--- src/common/ccc_pkg.sv ---
// Command codes, field widths and shared struct types for the I3C target CCC handler
`default_nettype none

package ccc_pkg;

  localparam int unsigned AddrW = 7;
  localparam int unsigned LenW = 16;
  localparam int unsigned PidW = 48;

  // Bit 7 set marks a direct command
  typedef logic [7:0] ccc_code_t;

  // Broadcast codes
  localparam ccc_code_t CccBcastEnec = 8'h00;
  localparam ccc_code_t CccBcastDisec = 8'h01;
  localparam ccc_code_t CccBcastRstdaa = 8'h06;
  localparam ccc_code_t CccBcastSetmwl = 8'h09;
  localparam ccc_code_t CccBcastSetmrl = 8'h0A;

  // Direct codes
  localparam ccc_code_t CccDirectEnec = 8'h80;
  localparam ccc_code_t CccDirectDisec = 8'h81;
  localparam ccc_code_t CccDirectSetmwl = 8'h89;
  localparam ccc_code_t CccDirectSetmrl = 8'h8A;
  localparam ccc_code_t CccDirectGetmwl = 8'h8B;
  localparam ccc_code_t CccDirectGetmrl = 8'h8C;
  localparam ccc_code_t CccDirectGetpid = 8'h8D;
  localparam ccc_code_t CccDirectGetbcr = 8'h8E;
  localparam ccc_code_t CccDirectGetdcr = 8'h8F;
  localparam ccc_code_t CccDirectGetstatus = 8'h90;

  localparam logic [AddrW-1:0] RsvdAddr = 7'h7E;

  // Bus monitor and bus engine events
  typedef struct packed {
    logic       start_det;
    logic       rstart_det;
    logic       stop_det;
    logic       rx_done;
    logic       tx_done;
    logic [7:0] rx_data;
  } bus_evt_t;

  // Requests to the bus engine, held until the matching done strobe
  typedef struct packed {
    logic       rx_req_bit;
    logic       rx_req_byte;
    logic       tx_req_bit;
    logic       tx_req_byte;
    logic [7:0] tx_value;
    logic       sel_od_pp;
  } bus_req_t;

  typedef struct packed {
    logic [AddrW-1:0] sta_addr;
    logic             sta_valid;
    logic [AddrW-1:0] dyn_addr;
    logic             dyn_valid;
  } tgt_addr_t;

  typedef struct packed {
    logic [7:0]      bcr;
    logic [7:0]      dcr;
    logic [PidW-1:0] pid;
    logic [LenW-1:0] get_mwl;
    logic [LenW-1:0] get_mrl;
    logic [15:0]     status;
  } dev_info_t;

  // ENEC/DISEC bits 0, 1 and 3
  typedef struct packed {
    logic ibi;
    logic crr;
    logic hj;
  } ec_t;

  typedef struct packed {
    logic       rx_byte_done;
    logic [2:0] data_idx;
    logic [7:0] rx_byte;
    logic       get_start;
    logic       get_next;
    logic       tbit_bcast_done;
  } fsm_ctl_t;

endpackage

`default_nettype wire

--- src/hw/ccc/ccc_fsm.sv ---
// CCC protocol FSM: walks the transfer after the command code, matches addresses, drives bus requests
`default_nettype none

module ccc_fsm (
  input  logic                clk_i,
  input  logic                rst_ni,
  input  ccc_pkg::ccc_code_t  ccc_i,
  input  logic                ccc_valid_i,
  input  ccc_pkg::bus_evt_t   bus_i,
  input  ccc_pkg::tgt_addr_t  tgt_addr_i,
  input  logic [7:0]          get_byte_i,
  input  logic                get_last_i,
  output ccc_pkg::bus_req_t   bus_req_o,
  output ccc_pkg::fsm_ctl_t   ctl_o,
  output ccc_pkg::ccc_code_t  code_o,
  output logic                done_o,
  output logic                next_ccc_o
);

  typedef enum logic [3:0] {
    Idle,
    WaitCcc,
    RxTbit,
    RxData,
    RxDataTbit,
    RxAddr,
    TxAck,
    TxData,
    TxDataTbit,
    WaitBusCond,
    NextCcc,
    DoneCcc
  } state_e;

  state_e state_q, state_d;

  ccc_pkg::ccc_code_t       code_q;
  logic [ccc_pkg::AddrW-1:0] addr_q;
  logic                     rnw_q;
  logic [7:0]               rx_byte_q;
  logic [2:0]               idx_q;
  logic                     next_ccc_q;

  logic sr_det;
  logic is_get;
  logic supported;
  logic addr_match;
  logic is_rsvd;
  logic addr_ack;
  logic rx_byte_done;

  // A Start without a Stop before it is treated like a Repeated Start
  assign sr_det = bus_i.rstart_det | bus_i.start_det;

  assign is_get = code_q inside {
    ccc_pkg::CccDirectGetmwl, ccc_pkg::CccDirectGetmrl, ccc_pkg::CccDirectGetpid,
    ccc_pkg::CccDirectGetbcr, ccc_pkg::CccDirectGetdcr, ccc_pkg::CccDirectGetstatus
  };
  assign supported = is_get | (code_q inside {
    ccc_pkg::CccDirectEnec, ccc_pkg::CccDirectDisec,
    ccc_pkg::CccDirectSetmwl, ccc_pkg::CccDirectSetmrl
  });

  assign addr_match = (tgt_addr_i.dyn_valid && addr_q == tgt_addr_i.dyn_addr) ||
                      (tgt_addr_i.sta_valid && addr_q == tgt_addr_i.sta_addr);
  assign is_rsvd = (addr_q == ccc_pkg::RsvdAddr);
  assign addr_ack = (addr_match && supported) || is_rsvd;

  assign rx_byte_done = (state_q == RxDataTbit) && bus_i.rx_done;

  always_comb begin
    state_d = state_q;
    unique case (state_q)
      Idle:        state_d = WaitCcc;
      WaitCcc:     if (ccc_valid_i) state_d = RxTbit;
      RxTbit: begin
        // Direct commands idle until the Sr that leads to the address
        if (bus_i.rx_done) state_d = code_q[7] ? WaitBusCond : RxData;
      end
      RxData: begin
        if (sr_det) state_d = RxAddr;
        else if (bus_i.rx_done) state_d = RxDataTbit;
      end
      RxDataTbit:  if (bus_i.rx_done) state_d = RxData;
      RxAddr:      if (bus_i.rx_done) state_d = TxAck;
      TxAck: begin
        if (bus_i.tx_done) begin
          if (is_rsvd) state_d = NextCcc;
          else if (addr_ack && rnw_q && is_get) state_d = TxData;
          else if (addr_ack && !rnw_q && !is_get) state_d = RxData;
          else state_d = WaitBusCond;
        end
      end
      TxData: begin
        if (sr_det) state_d = RxAddr;
        else if (bus_i.tx_done) state_d = TxDataTbit;
      end
      TxDataTbit:  if (bus_i.tx_done) state_d = get_last_i ? WaitBusCond : TxData;
      WaitBusCond: if (sr_det) state_d = RxAddr;
      NextCcc:     state_d = WaitCcc;
      DoneCcc:     state_d = WaitCcc;
      default:     state_d = Idle;
    endcase
  end

  always_comb begin
    bus_req_o = '0;
    unique case (state_q)
      RxTbit, RxDataTbit: bus_req_o.rx_req_bit = 1'b1;
      RxData: bus_req_o.rx_req_byte = !sr_det;
      RxAddr: bus_req_o.rx_req_byte = 1'b1;
      TxAck: begin
        // Open drain, low means ACK
        bus_req_o.tx_req_bit = 1'b1;
        bus_req_o.tx_value = {7'h00, ~addr_ack};
      end
      TxData: begin
        bus_req_o.tx_req_byte = 1'b1;
        bus_req_o.tx_value = get_byte_i;
        bus_req_o.sel_od_pp = 1'b1;
      end
      TxDataTbit: begin
        // T-bit high while more bytes follow
        bus_req_o.tx_req_bit = 1'b1;
        bus_req_o.tx_value = {7'h00, ~get_last_i};
        bus_req_o.sel_od_pp = 1'b1;
      end
      default: bus_req_o = '0;
    endcase
  end

  always_ff @(posedge clk_i or negedge rst_ni) begin
    if (!rst_ni) begin
      state_q <= Idle;
      next_ccc_q <= 1'b0;
      code_q <= '0;
      idx_q <= '0;
    end else begin
      // Stop ends the CCC from any state
      state_q <= bus_i.stop_det ? DoneCcc : state_d;
      next_ccc_q <= (state_q == NextCcc);
      if (ccc_valid_i) code_q <= ccc_i;
      if (ccc_valid_i || (state_q == RxAddr && bus_i.rx_done)) begin
        idx_q <= '0;
      end else if (rx_byte_done && idx_q != '1) begin
        idx_q <= idx_q + 3'd1;
      end
    end
  end

  always_ff @(posedge clk_i) begin
    if (state_q == RxAddr && bus_i.rx_done) begin
      addr_q <= bus_i.rx_data[7:1];
      rnw_q <= bus_i.rx_data[0];
    end
    if (state_q == RxData && bus_i.rx_done) rx_byte_q <= bus_i.rx_data;
  end

  assign ctl_o.rx_byte_done = rx_byte_done;
  assign ctl_o.data_idx = idx_q;
  assign ctl_o.rx_byte = rx_byte_q;
  assign ctl_o.get_start = (state_q == TxAck) && bus_i.tx_done && addr_ack && rnw_q && is_get;
  assign ctl_o.get_next = (state_q == TxDataTbit) && bus_i.tx_done;
  assign ctl_o.tbit_bcast_done = (state_q == RxTbit) && bus_i.rx_done;

  assign code_o = code_q;
  assign done_o = (state_q == DoneCcc);
  assign next_ccc_o = next_ccc_q;

endmodule

`default_nettype wire

--- src/hw/ccc/ccc_get_data.sv ---
// Byte counter and byte selection for the direct GET responses of the CCC handler
`default_nettype none

module ccc_get_data (
  input  logic                clk_i,
  input  logic                rst_ni,
  input  ccc_pkg::ccc_code_t  code_i,
  input  ccc_pkg::dev_info_t  dev_info_i,
  input  ccc_pkg::fsm_ctl_t   ctl_i,
  output logic [7:0]          get_byte_o,
  output logic                get_last_o
);

  logic [2:0]               cnt_q;
  logic [2:0]               cnt_init;
  logic [ccc_pkg::PidW-1:0] payload;
  logic [ccc_pkg::PidW-1:0] shifted;

  // Right aligned payload, counter N selects byte N-1 so MSB goes first
  always_comb begin
    cnt_init = '0;
    payload = '0;
    case (code_i)
      ccc_pkg::CccDirectGetbcr: begin
        cnt_init = 3'd1;
        payload[7:0] = dev_info_i.bcr;
      end
      ccc_pkg::CccDirectGetdcr: begin
        cnt_init = 3'd1;
        payload[7:0] = dev_info_i.dcr;
      end
      ccc_pkg::CccDirectGetstatus: begin
        cnt_init = 3'd2;
        payload[15:0] = dev_info_i.status;
      end
      ccc_pkg::CccDirectGetmwl: begin
        cnt_init = 3'd2;
        payload[15:0] = dev_info_i.get_mwl;
      end
      ccc_pkg::CccDirectGetmrl: begin
        // Third byte is the max IBI payload, fixed at 255
        cnt_init = 3'd3;
        payload[23:0] = {dev_info_i.get_mrl, 8'hFF};
      end
      ccc_pkg::CccDirectGetpid: begin
        cnt_init = 3'd6;
        payload = dev_info_i.pid;
      end
      default: cnt_init = '0;
    endcase
  end

  assign shifted = payload >> {cnt_q - 3'd1, 3'b000};
  assign get_byte_o = shifted[7:0];
  assign get_last_o = (cnt_q <= 3'd1);

  always_ff @(posedge clk_i or negedge rst_ni) begin
    if (!rst_ni) begin
      cnt_q <= '0;
    end else if (ctl_i.get_start) begin
      cnt_q <= cnt_init;
    end else if (ctl_i.get_next && cnt_q != '0) begin
      cnt_q <= cnt_q - 3'd1;
    end
  end

endmodule

`default_nettype wire

--- src/hw/ccc/ccc_set_regs.sv ---
// Setter register block: captures ENEC, DISEC, SETMWL, SETMRL data and emits RSTDAA and set pulses
`default_nettype none

module ccc_set_regs (
  input  logic                       clk_i,
  input  logic                       rst_ni,
  input  ccc_pkg::ccc_code_t         code_i,
  input  ccc_pkg::fsm_ctl_t          ctl_i,
  output ccc_pkg::ec_t               enec_o,
  output ccc_pkg::ec_t               disec_o,
  output logic                       rstdaa_o,
  output logic                       set_mwl_o,
  output logic                       set_mrl_o,
  output logic [ccc_pkg::LenW-1:0]   mwl_o,
  output logic [ccc_pkg::LenW-1:0]   mrl_o
);

  logic         is_enec;
  logic         is_disec;
  logic         is_mwl;
  logic         is_mrl;
  logic         first_byte;
  logic         second_byte;
  ccc_pkg::ec_t ec_rx;

  // Broadcast and direct forms behave the same here
  assign is_enec = code_i inside {ccc_pkg::CccBcastEnec, ccc_pkg::CccDirectEnec};
  assign is_disec = code_i inside {ccc_pkg::CccBcastDisec, ccc_pkg::CccDirectDisec};
  assign is_mwl = code_i inside {ccc_pkg::CccBcastSetmwl, ccc_pkg::CccDirectSetmwl};
  assign is_mrl = code_i inside {ccc_pkg::CccBcastSetmrl, ccc_pkg::CccDirectSetmrl};

  assign first_byte = ctl_i.rx_byte_done && (ctl_i.data_idx == 3'd0);
  assign second_byte = ctl_i.rx_byte_done && (ctl_i.data_idx == 3'd1);

  assign ec_rx = '{ibi: ctl_i.rx_byte[0], crr: ctl_i.rx_byte[1], hj: ctl_i.rx_byte[3]};

  always_ff @(posedge clk_i or negedge rst_ni) begin
    if (!rst_ni) begin
      enec_o <= '0;
      disec_o <= '0;
      rstdaa_o <= 1'b0;
      set_mwl_o <= 1'b0;
      set_mrl_o <= 1'b0;
      mwl_o <= '0;
      mrl_o <= '0;
    end else begin
      // One-cycle pulses
      rstdaa_o <= ctl_i.tbit_bcast_done && (code_i == ccc_pkg::CccBcastRstdaa);
      set_mwl_o <= second_byte && is_mwl;
      set_mrl_o <= second_byte && is_mrl;

      if (first_byte && is_enec) enec_o <= ec_rx;
      if (first_byte && is_disec) disec_o <= ec_rx;

      // Lengths arrive high byte first
      if (first_byte && is_mwl) mwl_o[ccc_pkg::LenW-1:8] <= ctl_i.rx_byte;
      if (second_byte && is_mwl) mwl_o[7:0] <= ctl_i.rx_byte;
      if (first_byte && is_mrl) mrl_o[ccc_pkg::LenW-1:8] <= ctl_i.rx_byte;
      if (second_byte && is_mrl) mrl_o[7:0] <= ctl_i.rx_byte;
    end
  end

endmodule

`default_nettype wire

--- src/hw/ccc/ccc_top.sv ---
// Top level of the CCC handler, connects the FSM with the GET data path and setter registers
`default_nettype none

module ccc_top (
  input  logic                       clk_i,
  input  logic                       rst_ni,
  input  ccc_pkg::ccc_code_t         ccc_i,
  input  logic                       ccc_valid_i,
  input  ccc_pkg::bus_evt_t          bus_i,
  input  ccc_pkg::tgt_addr_t         tgt_addr_i,
  input  ccc_pkg::dev_info_t         dev_info_i,
  output ccc_pkg::bus_req_t          bus_req_o,
  output logic                       done_o,
  output logic                       next_ccc_o,
  output ccc_pkg::ec_t               enec_o,
  output ccc_pkg::ec_t               disec_o,
  output logic                       rstdaa_o,
  output logic                       set_mwl_o,
  output logic                       set_mrl_o,
  output logic [ccc_pkg::LenW-1:0]   mwl_o,
  output logic [ccc_pkg::LenW-1:0]   mrl_o
);

  ccc_pkg::fsm_ctl_t  ctl;
  ccc_pkg::ccc_code_t code;
  logic [7:0]         get_byte;
  logic               get_last;

  ccc_fsm ccc_fsm_inst (
    .clk_i       (clk_i),
    .rst_ni      (rst_ni),
    .ccc_i       (ccc_i),
    .ccc_valid_i (ccc_valid_i),
    .bus_i       (bus_i),
    .tgt_addr_i  (tgt_addr_i),
    .get_byte_i  (get_byte),
    .get_last_i  (get_last),
    .bus_req_o   (bus_req_o),
    .ctl_o       (ctl),
    .code_o      (code),
    .done_o      (done_o),
    .next_ccc_o  (next_ccc_o)
  );

  ccc_get_data ccc_get_data_inst (
    .clk_i      (clk_i),
    .rst_ni     (rst_ni),
    .code_i     (code),
    .dev_info_i (dev_info_i),
    .ctl_i      (ctl),
    .get_byte_o (get_byte),
    .get_last_o (get_last)
  );

  ccc_set_regs ccc_set_regs_inst (
    .clk_i     (clk_i),
    .rst_ni    (rst_ni),
    .code_i    (code),
    .ctl_i     (ctl),
    .enec_o    (enec_o),
    .disec_o   (disec_o),
    .rstdaa_o  (rstdaa_o),
    .set_mwl_o (set_mwl_o),
    .set_mrl_o (set_mrl_o),
    .mwl_o     (mwl_o),
    .mrl_o     (mrl_o)
  );

endmodule

`default_nettype wire

--- config.mk ---
export PLATFORM = sky130hd
export DESIGN_NAME = ccc_top
export DESIGN_NICKNAME = d
export VERILOG_FILES = /design/src/common/ccc_pkg.sv /design/src/hw/ccc/ccc_fsm.sv /design/src/hw/ccc/ccc_get_data.sv /design/src/hw/ccc/ccc_set_regs.sv /design/src/hw/ccc/ccc_top.sv
export SDC_FILE = /design/constraint.sdc
export NUM_CORES = 1
export LEC_CHECK = 0
export BUFFER_PORTS_ARGS = -buffer_cell sky130_fd_sc_hd__buf_2
export CORE_ASPECT_RATIO = 1.1
export CORE_MARGIN = 1.5
export CORE_UTILIZATION = 51
export CTS_BUF_LIST = sky130_fd_sc_hd__clkbuf_8
export CTS_CLUSTER_SIZE = 20
export DETAILED_ROUTE_END_ITERATION = 6
export PLACE_DENSITY = 0.81
export SLEW_MARGIN = 20
export SYNTH_ARGS = -nofsm -noshare
export SYNTH_HDL_FRONTEND = slang
export SYNTH_HIERARCHICAL = 1
export SYNTH_SLANG_ARGS = --single-unit
--- constraint.sdc ---
create_clock -name clk_i -period 6.49 [get_ports clk_i]
set_clock_uncertainty 0.1 [all_clocks]
set_input_delay 1.298 -clock clk_i [delete_from_list [all_inputs] [get_ports clk_i]]
set_output_delay 1.298 -clock clk_i [all_outputs]
set_load 0.01 [all_outputs]
==> impl_metrics.ini, run 1 <==
[grt]
globalRouteOverflowTotal = 0
antenna_found_initial = 0
grtUsageTotal = 0.304
largest_net_degree_at_the_start_of_global_routing = 61
grt_pass1_wl_mm = 25.3
first_global_vias = 4977

[clock_tree]
cts_num_sinks = 76
root_buffer = sky130_fd_sc_hd__clkbuf_8
cts_hold_buf = 0
cts.path.max_buffers = 2
cts-resized-gates = 0
cts_made_buffers = 9
clk_pin_slew_ns = 0.07
clk_latency_ns = 0.35
htreeDepth = 3
cts_setup_buffers = 0
clock_tree_from_tritoncts = yes

[layout]
seqCellArea_um2 = 1980
area_growth_syn_to_layout_pct = 24.2
multi_input_comb_area_um2 = 2920
drive_gt1_frac = 0.426
antenna_diode_count = 0
n_fill_cell = 819
finish.net_count = 858
final_design_area_no_fill_um2 = 6350

[floorplan]
ioPinCount = 208
fp.dieArea_um2 = 10600
placeableCoreArea_um2 = 9790
die_w_um = 98.4
start_util = 0.522
placement_rows = 38
die-height_um = 108

[synthesis]
synth.top_cells.by_area = sky130_fd_sc_hd__dfrtp_1 (29%), sky130_fd_sc_hd__mux2_2 (10%), sky130_fd_sc_hd__edfxtp_1 (9.4%)
synth_sequential_area_ratio = 0.388
netlist_area_um2 = 5110
synth_enable_flop_cells = 16
yosys_most_used_dff = sky130_fd_sc_hd__dfrtp_1
ys_async_sr_fraction = 0.789
library_cell_with_the_highest_instance_count_after_synthesis = sky130_fd_sc_hd__dfrtp_1
ys_seq_elements = 76
synth.largest_area_cell = sky130_fd_sc_hd__dfrtp_1
syn-num-nets = 666
synth_top_area_share = 0.294
synth.top_cells.by_count = sky130_fd_sc_hd__dfrtp_1 (60), sky130_fd_sc_hd__mux2_2 (47), sky130_fd_sc_hd__nor2_1 (37), sky130_fd_sc_hd__nand2_1 (27), sky130_fd_sc_hd__a21oi_1 (23)
post_synth_num_cell_types = 84
yosysWarnings = 6
syn_area_per_cell_um2 = 10.0
postSynthCellCount = 510

[worst_setup_path]
worst_path_largest_cell_delay_ns = 1.06
cp_top_family = flip-flops
critical-path-top-cell-by-count = sky130_fd_sc_hd__nand2_1
startpoint_type = flop
crit_fanout = 30
path_class = reg -> out
crit_required_ns = 5.09
crit-reg2reg-launch = ccc_fsm_inst/state_q[2]
cp-startpoint = ccc_get_data_inst/cnt_q[0]
worstSetupEndpointType = output port
critical_path_cell_by_cell = inv_1, ha_1, xor2_1, nand4_4, nor2_1, a21oi_1, o21ai_1, nand2_1, o32a_1, nand2_1, buf_2
critical-path-slowest-cell = sky130_fd_sc_hd__dfrtp_1
worst-endpoint-arrival_ns = 3.80
timing.critical_path.buf_inv = 2

[pwr]
power.density_cell_area_nw_per_um2 = 245
power.ir.vdd_worst_mv = 0.158
p_leak_nw = 3.03
fin_total_pwr_w = 0.00155

[sta]
timing_hold_violations_final = 0
finalMaxSlewViolations = 0
min_period_ns = 5.19
timing.fmax_mhz = 192
final.period_utilization = 0.800
rsz0062_at_grt = false
worst_pin_slew_ns = 1.08
setup_total_negative_slack_ns = 0
setup_violations_final = 0
max-slew-margin-rel = 0.282

[detailed_routing]
dr.first_iter.drc_count = 288
detail_routed_net_length_per_standard_cell_um = 19.9
route.antenna.remaining_nets = 0
detailroute.via_count = 5017
drt-pass1-iter-count = 5
route.detailed.drc = 0
vias_per_cell = 6.07
route.final.wire_length_mm = 16.4

[placed_design]
place.detailed.hpwl_mm = 12.6
port_buffers = 207
routabilityCongestion = 0.901
placement_cell_area_um2 = 6150

[min_path]
critical_hold_path_startpoint = ccc_set_regs_inst/mwl_o[6]
timing.hold.worst.class = reg -> reg

[run]
drv.max_cap_violation_count = 0

[outcome]
outcome = complete, no violations
## worst paths after layout
check                                              endpoint  slack (ns)  depth (start not counted)
worst min register to register   ccc_set_regs_inst/mwl_o[6]        0.40                          1
worst max-delay path                           bus_req_o[1]        1.30                         11
min in group asynchronous       ccc_set_regs_inst/mrl_o[15]        0.98                          2
worst min-delay path             ccc_set_regs_inst/mwl_o[6]        0.40                          1
max in group asynchronous            ccc_fsm_inst/code_o[7]        4.79                          2
worst max register to register  ccc_set_regs_inst/mwl_o[10]        3.26                          5
## layout by cell type (no fill, tap or decap), drive strengths merged, types with 3 or more instances in the layout
master    n
a21oi    24
clkbuf   10
nor3      9
nand3    18
mux2i    15
mux2     49
or3       3
o31ai     3
nor2b    10
o21ai    32
a22o      6
nand2b    9
xnor2    19
ha        4
o22ai     3
nor3b     6
dfrtp    60
nor2     39
o211ai    3
a32o      7
a32oi     4
edfxtp   16
nand2    28
and3b     3
buf     211
and2     11
nand4    14
nor4      3
inv      11
a22oi    18
nor4b     3
a31oi    11
## cell type report
type,instances,share of cell area
clock buffer,10,0.0217
clock inverter,5,0.00926
inverter,9,0.00532
multi-input combinational,395,0.460
sequential,76,0.312
tap,120,0.0236
timing repair buffer,211,0.168
## logic make-up (layout without fill, tap and decap cells)
logic type / after synthesis / count (layout) / share of synthesized area
xor+xnor: 21 / 21 / 0.0360
buf+inv: 39 / 235 / 0.0406
fa+ha+maj: 4 / 4 / 0.00979
flops: 76 / 76 / 0.388
compound gates: 133 / 133 / 0.183
simple gates: 173 / 173 / 0.204
mux: 64 / 64 / 0.138
## where the power goes
part,total [W],switching [W],internal [W]
Combinational,0.000573,0.000322,0.000251
Sequential,0.000619,0.000103,0.000517
Clock,0.000360,0.000173,0.000188
Total,0.00155,0.000597,0.000955
## metrics by stage
step	setup WS [ns]	util	hold WS, ns	cells
finish	1.30	0.648	0.405	826
floorplan	2.77	-	0.415	510
CTS	1.30	0.648	0.405	826
global route	1.03	0.648	0.428	826
detailed placement	1.68	0.628	0.388	811
global placement	1.82	0.628	0.384	811
## per-layer routing
layer | GRT usage | wire length, um
met2 | 0.532 | 8270
met1 | 0.364 | 6350
met5 | 0 | 0
met4 | 0.154 | 681
met3 | 0.0459 | 1130
## sequential cells by signal, indices dropped and copies added, names as in the netlist
name	count
ccc_fsm_inst/addr_q	7
ccc_fsm_inst/code_o	8
ccc_fsm_inst/idx_q	3
ccc_fsm_inst/next_ccc_o	1
ccc_fsm_inst/rnw_q	1
ccc_fsm_inst/rx_byte_q	8
ccc_fsm_inst/state_q	4
ccc_get_data_inst/cnt_q	3
ccc_set_regs_inst/disec_o	3
ccc_set_regs_inst/enec_o	3
ccc_set_regs_inst/mrl_o	16
ccc_set_regs_inst/mwl_o	16
ccc_set_regs_inst/rstdaa_o	1
ccc_set_regs_inst/set_mrl_o	1
ccc_set_regs_inst/set_mwl_o	1
Power figures use the tool's default switching activity.
==> inputs of run 2 (changes only) <==
clock period = 4.85 ns   (was 6.49 ns; I/O delays follow)
==> run 2 against run 1 <==
Effect of this change:
- utilization grew 0.20 points
- flip-flop and latch count is the same
- power grew 35%
- clock power grew 32%
- worst setup slack lost 0.44 ns
- register-to-register slack lost 1.7 ns
- worst hold slack gained 0.0015 ns
- critical endpoint is now bus_req_o[6]
- largest cell class unchanged
==> impl_metrics.ini, run 2 (synthesis gave the netlist of run 1 again) <==
[outcome]
outcome = complete, no violations

[worst_setup_path]
critical_path_cell_by_cell = and4b_1, nand2_2, o21ai_0, a22oi_1, a31oi_1, and2_1, buf_2
worstSetupEndpointType = output port
worst_path_largest_cell_delay_ns = 0.79
startpoint_type = flop
path_class = reg -> out
cp_top_family = simple AND/OR/NAND/NOR gates
worst-endpoint-arrival_ns = 2.93
crit_fanout = 21
crit_required_ns = 3.78
critical-path-slowest-cell = sky130_fd_sc_hd__and4b_1
setup.reg_to_reg.worst_slack_ns = 1.52
timing.critical_path.buf_inv = 1

[floorplan]
start_util = 0.522
placement_rows = 38
ioPinCount = 208
placeableCoreArea_um2 = 9790
fp.dieArea_um2 = 10600
die-height_um = 108
die_w_um = 98.4

[sta]
max-slew-margin-rel = 0.442
final.period_utilization = 0.824
rsz0062_at_grt = false
setup_violations_final = 0
finalMaxSlewViolations = 0
timing_hold_violations_final = 0
worst_pin_slew_ns = 0.834
setup_total_negative_slack_ns = 0
postLayoutSetupSlackWorst_ns = 0.852
min_period_ns = 4.00
timing.fmax_mhz = 250

[grt]
first_global_vias = 4960
largest_net_degree_at_the_start_of_global_routing = 61
grtUsageTotal = 0.288
antenna_found_initial = 1
grt_pass1_wl_mm = 24.0
globalRouteOverflowTotal = 0

[layout]
finish.net_count = 860
reg_top3 = ccc_set_regs_inst/mrl_o: 16 flops, ccc_set_regs_inst/mwl_o: 16 flops
mostFrequentLayoutCells = sky130_fd_sc_hd__buf_2 (207), sky130_fd_sc_hd__dfrtp_1 (60), sky130_fd_sc_hd__mux2_2 (47)
post_layout_nonfiller_instances = 830
area_growth_syn_to_layout_pct = 24.6
layout_commonest_cell = sky130_fd_sc_hd__buf_2
drive_gt1_frac = 0.429

[pwr]
p_leak_nw = 3.04
power.ir.vdd_worst_mv = 0.216
power.density_cell_area_nw_per_um2 = 328

[placed_design]
place.detailed.instances = 813
routabilityCongestion = 0.969
place_ws_ns = 1.28
place.detailed.hpwl_mm = 12.3
port_buffers = 207

[clock_tree]
clk_pin_slew_ns = 0.08
cts_setup_buffers = 0
htreeDepth = 3
root_buffer = sky130_fd_sc_hd__clkbuf_8
cts_made_buffers = 9
cts.path.max_buffers = 2
clk_latency_ns = 0.34
cts_num_sinks = 76
clock_tree_from_tritoncts = yes
cts-resized-gates = 0
cts_hold_buf = 0

[detailed_routing]
route.detailed.drc = 0
route.antenna.remaining_nets = 0
routedLengthMet1_mm = 5.82
route.final.wire_length_mm = 15.9
detail_routed_net_length_per_standard_cell_um = 19.1
route.top_layer_used = met4
dr_wl_met3_mm = 1.35
dr.first_iter.drc_count = 308
drt-pass1-iter-count = 5
detailroute.via_count = 5018
vias_per_cell = 6.05
dr_wl_met2_mm = 8.08

[run]
drv.max_cap_violation_count = 0

[min_path]
timing.hold.worst.class = reg -> reg
[run 2: changes by cell type in the layout (fill, tap and decap cells not counted)]
cell	delta
sky130_fd_sc_hd__buf_4	+2
sky130_fd_sc_hd__clkinv_2	+2
sky130_fd_sc_hd__clkinv_4	-1
sky130_fd_sc_hd__clkinvlp_4	+1
sky130_fd_sc_hd__diode_2	+1
sky130_fd_sc_hd__inv_4	-1
[run 2: area by class of cell]
class | instances | area, um^2
antenna | 1 | 2.50
clock buffer | 10 | 138
clock inverter | 6 | 61.3
fill | 829 | 3430
inverter | 9 | 33.8
multi-input combinational | 395 | 2920
sequential | 76 | 1980
tap | 120 | 150
timing repair buffer | 213 | 1080
[run 2: report_power, final]
part           internal (W)  switching (W)
Clock              0.000251       0.000226
Sequential         0.000693      0.0000937
Combinational      0.000340       0.000489
[run 2: worst paths after layout]
path	startpoint	endpoint	cells after the start
max	ccc_fsm_inst/code_o[0]	bus_req_o[6]	7
min	ccc_set_regs_inst/mrl_o[3]	ccc_set_regs_inst/mrl_o[3]	1
max reg2reg	ccc_fsm_inst/state_q[2]	ccc_set_regs_inst/mwl_o[14]	5
min reg2reg	ccc_set_regs_inst/mrl_o[3]	ccc_set_regs_inst/mrl_o[3]	1
max in group asynchronous	rst_ni	ccc_fsm_inst/idx_q[1]	2
min in group asynchronous	rst_ni	ccc_set_regs_inst/mrl_o[15]	2
[run 2: per-layer routing]
metal / vias up / global-route usage
met5: - / 0
met4: 0 / 0.148
met3: 46 / 0.0659
met2: 277 / 0.522
met1: 2376 / 0.314
li1: 2319 / -
[run 2: worst register-to-register path, cell delays in order (launching register included)]
cell and delay, ns:
sky130_fd_sc_hd__dfrtp_1 0.73, sky130_fd_sc_hd__nand2b_2 0.26, sky130_fd_sc_hd__nor3_1 0.32, sky130_fd_sc_hd__nor4b_1 0.69
sky130_fd_sc_hd__nand4_1 0.63, sky130_fd_sc_hd__mux2_2 0.49
[run 2: through the flow]
stage,utilization,total power (W),area [um^2],hold slack [ns]
global placement,0.630,0.00158,6170,0.384
global route,0.650,0.00220,6370,0.425
floorplan,-,0.00136,5110,0.415
detailed placement,0.630,0.00160,6170,0.391
CTS,0.650,0.00208,6370,0.409
finish,0.650,0.00209,6370,0.406
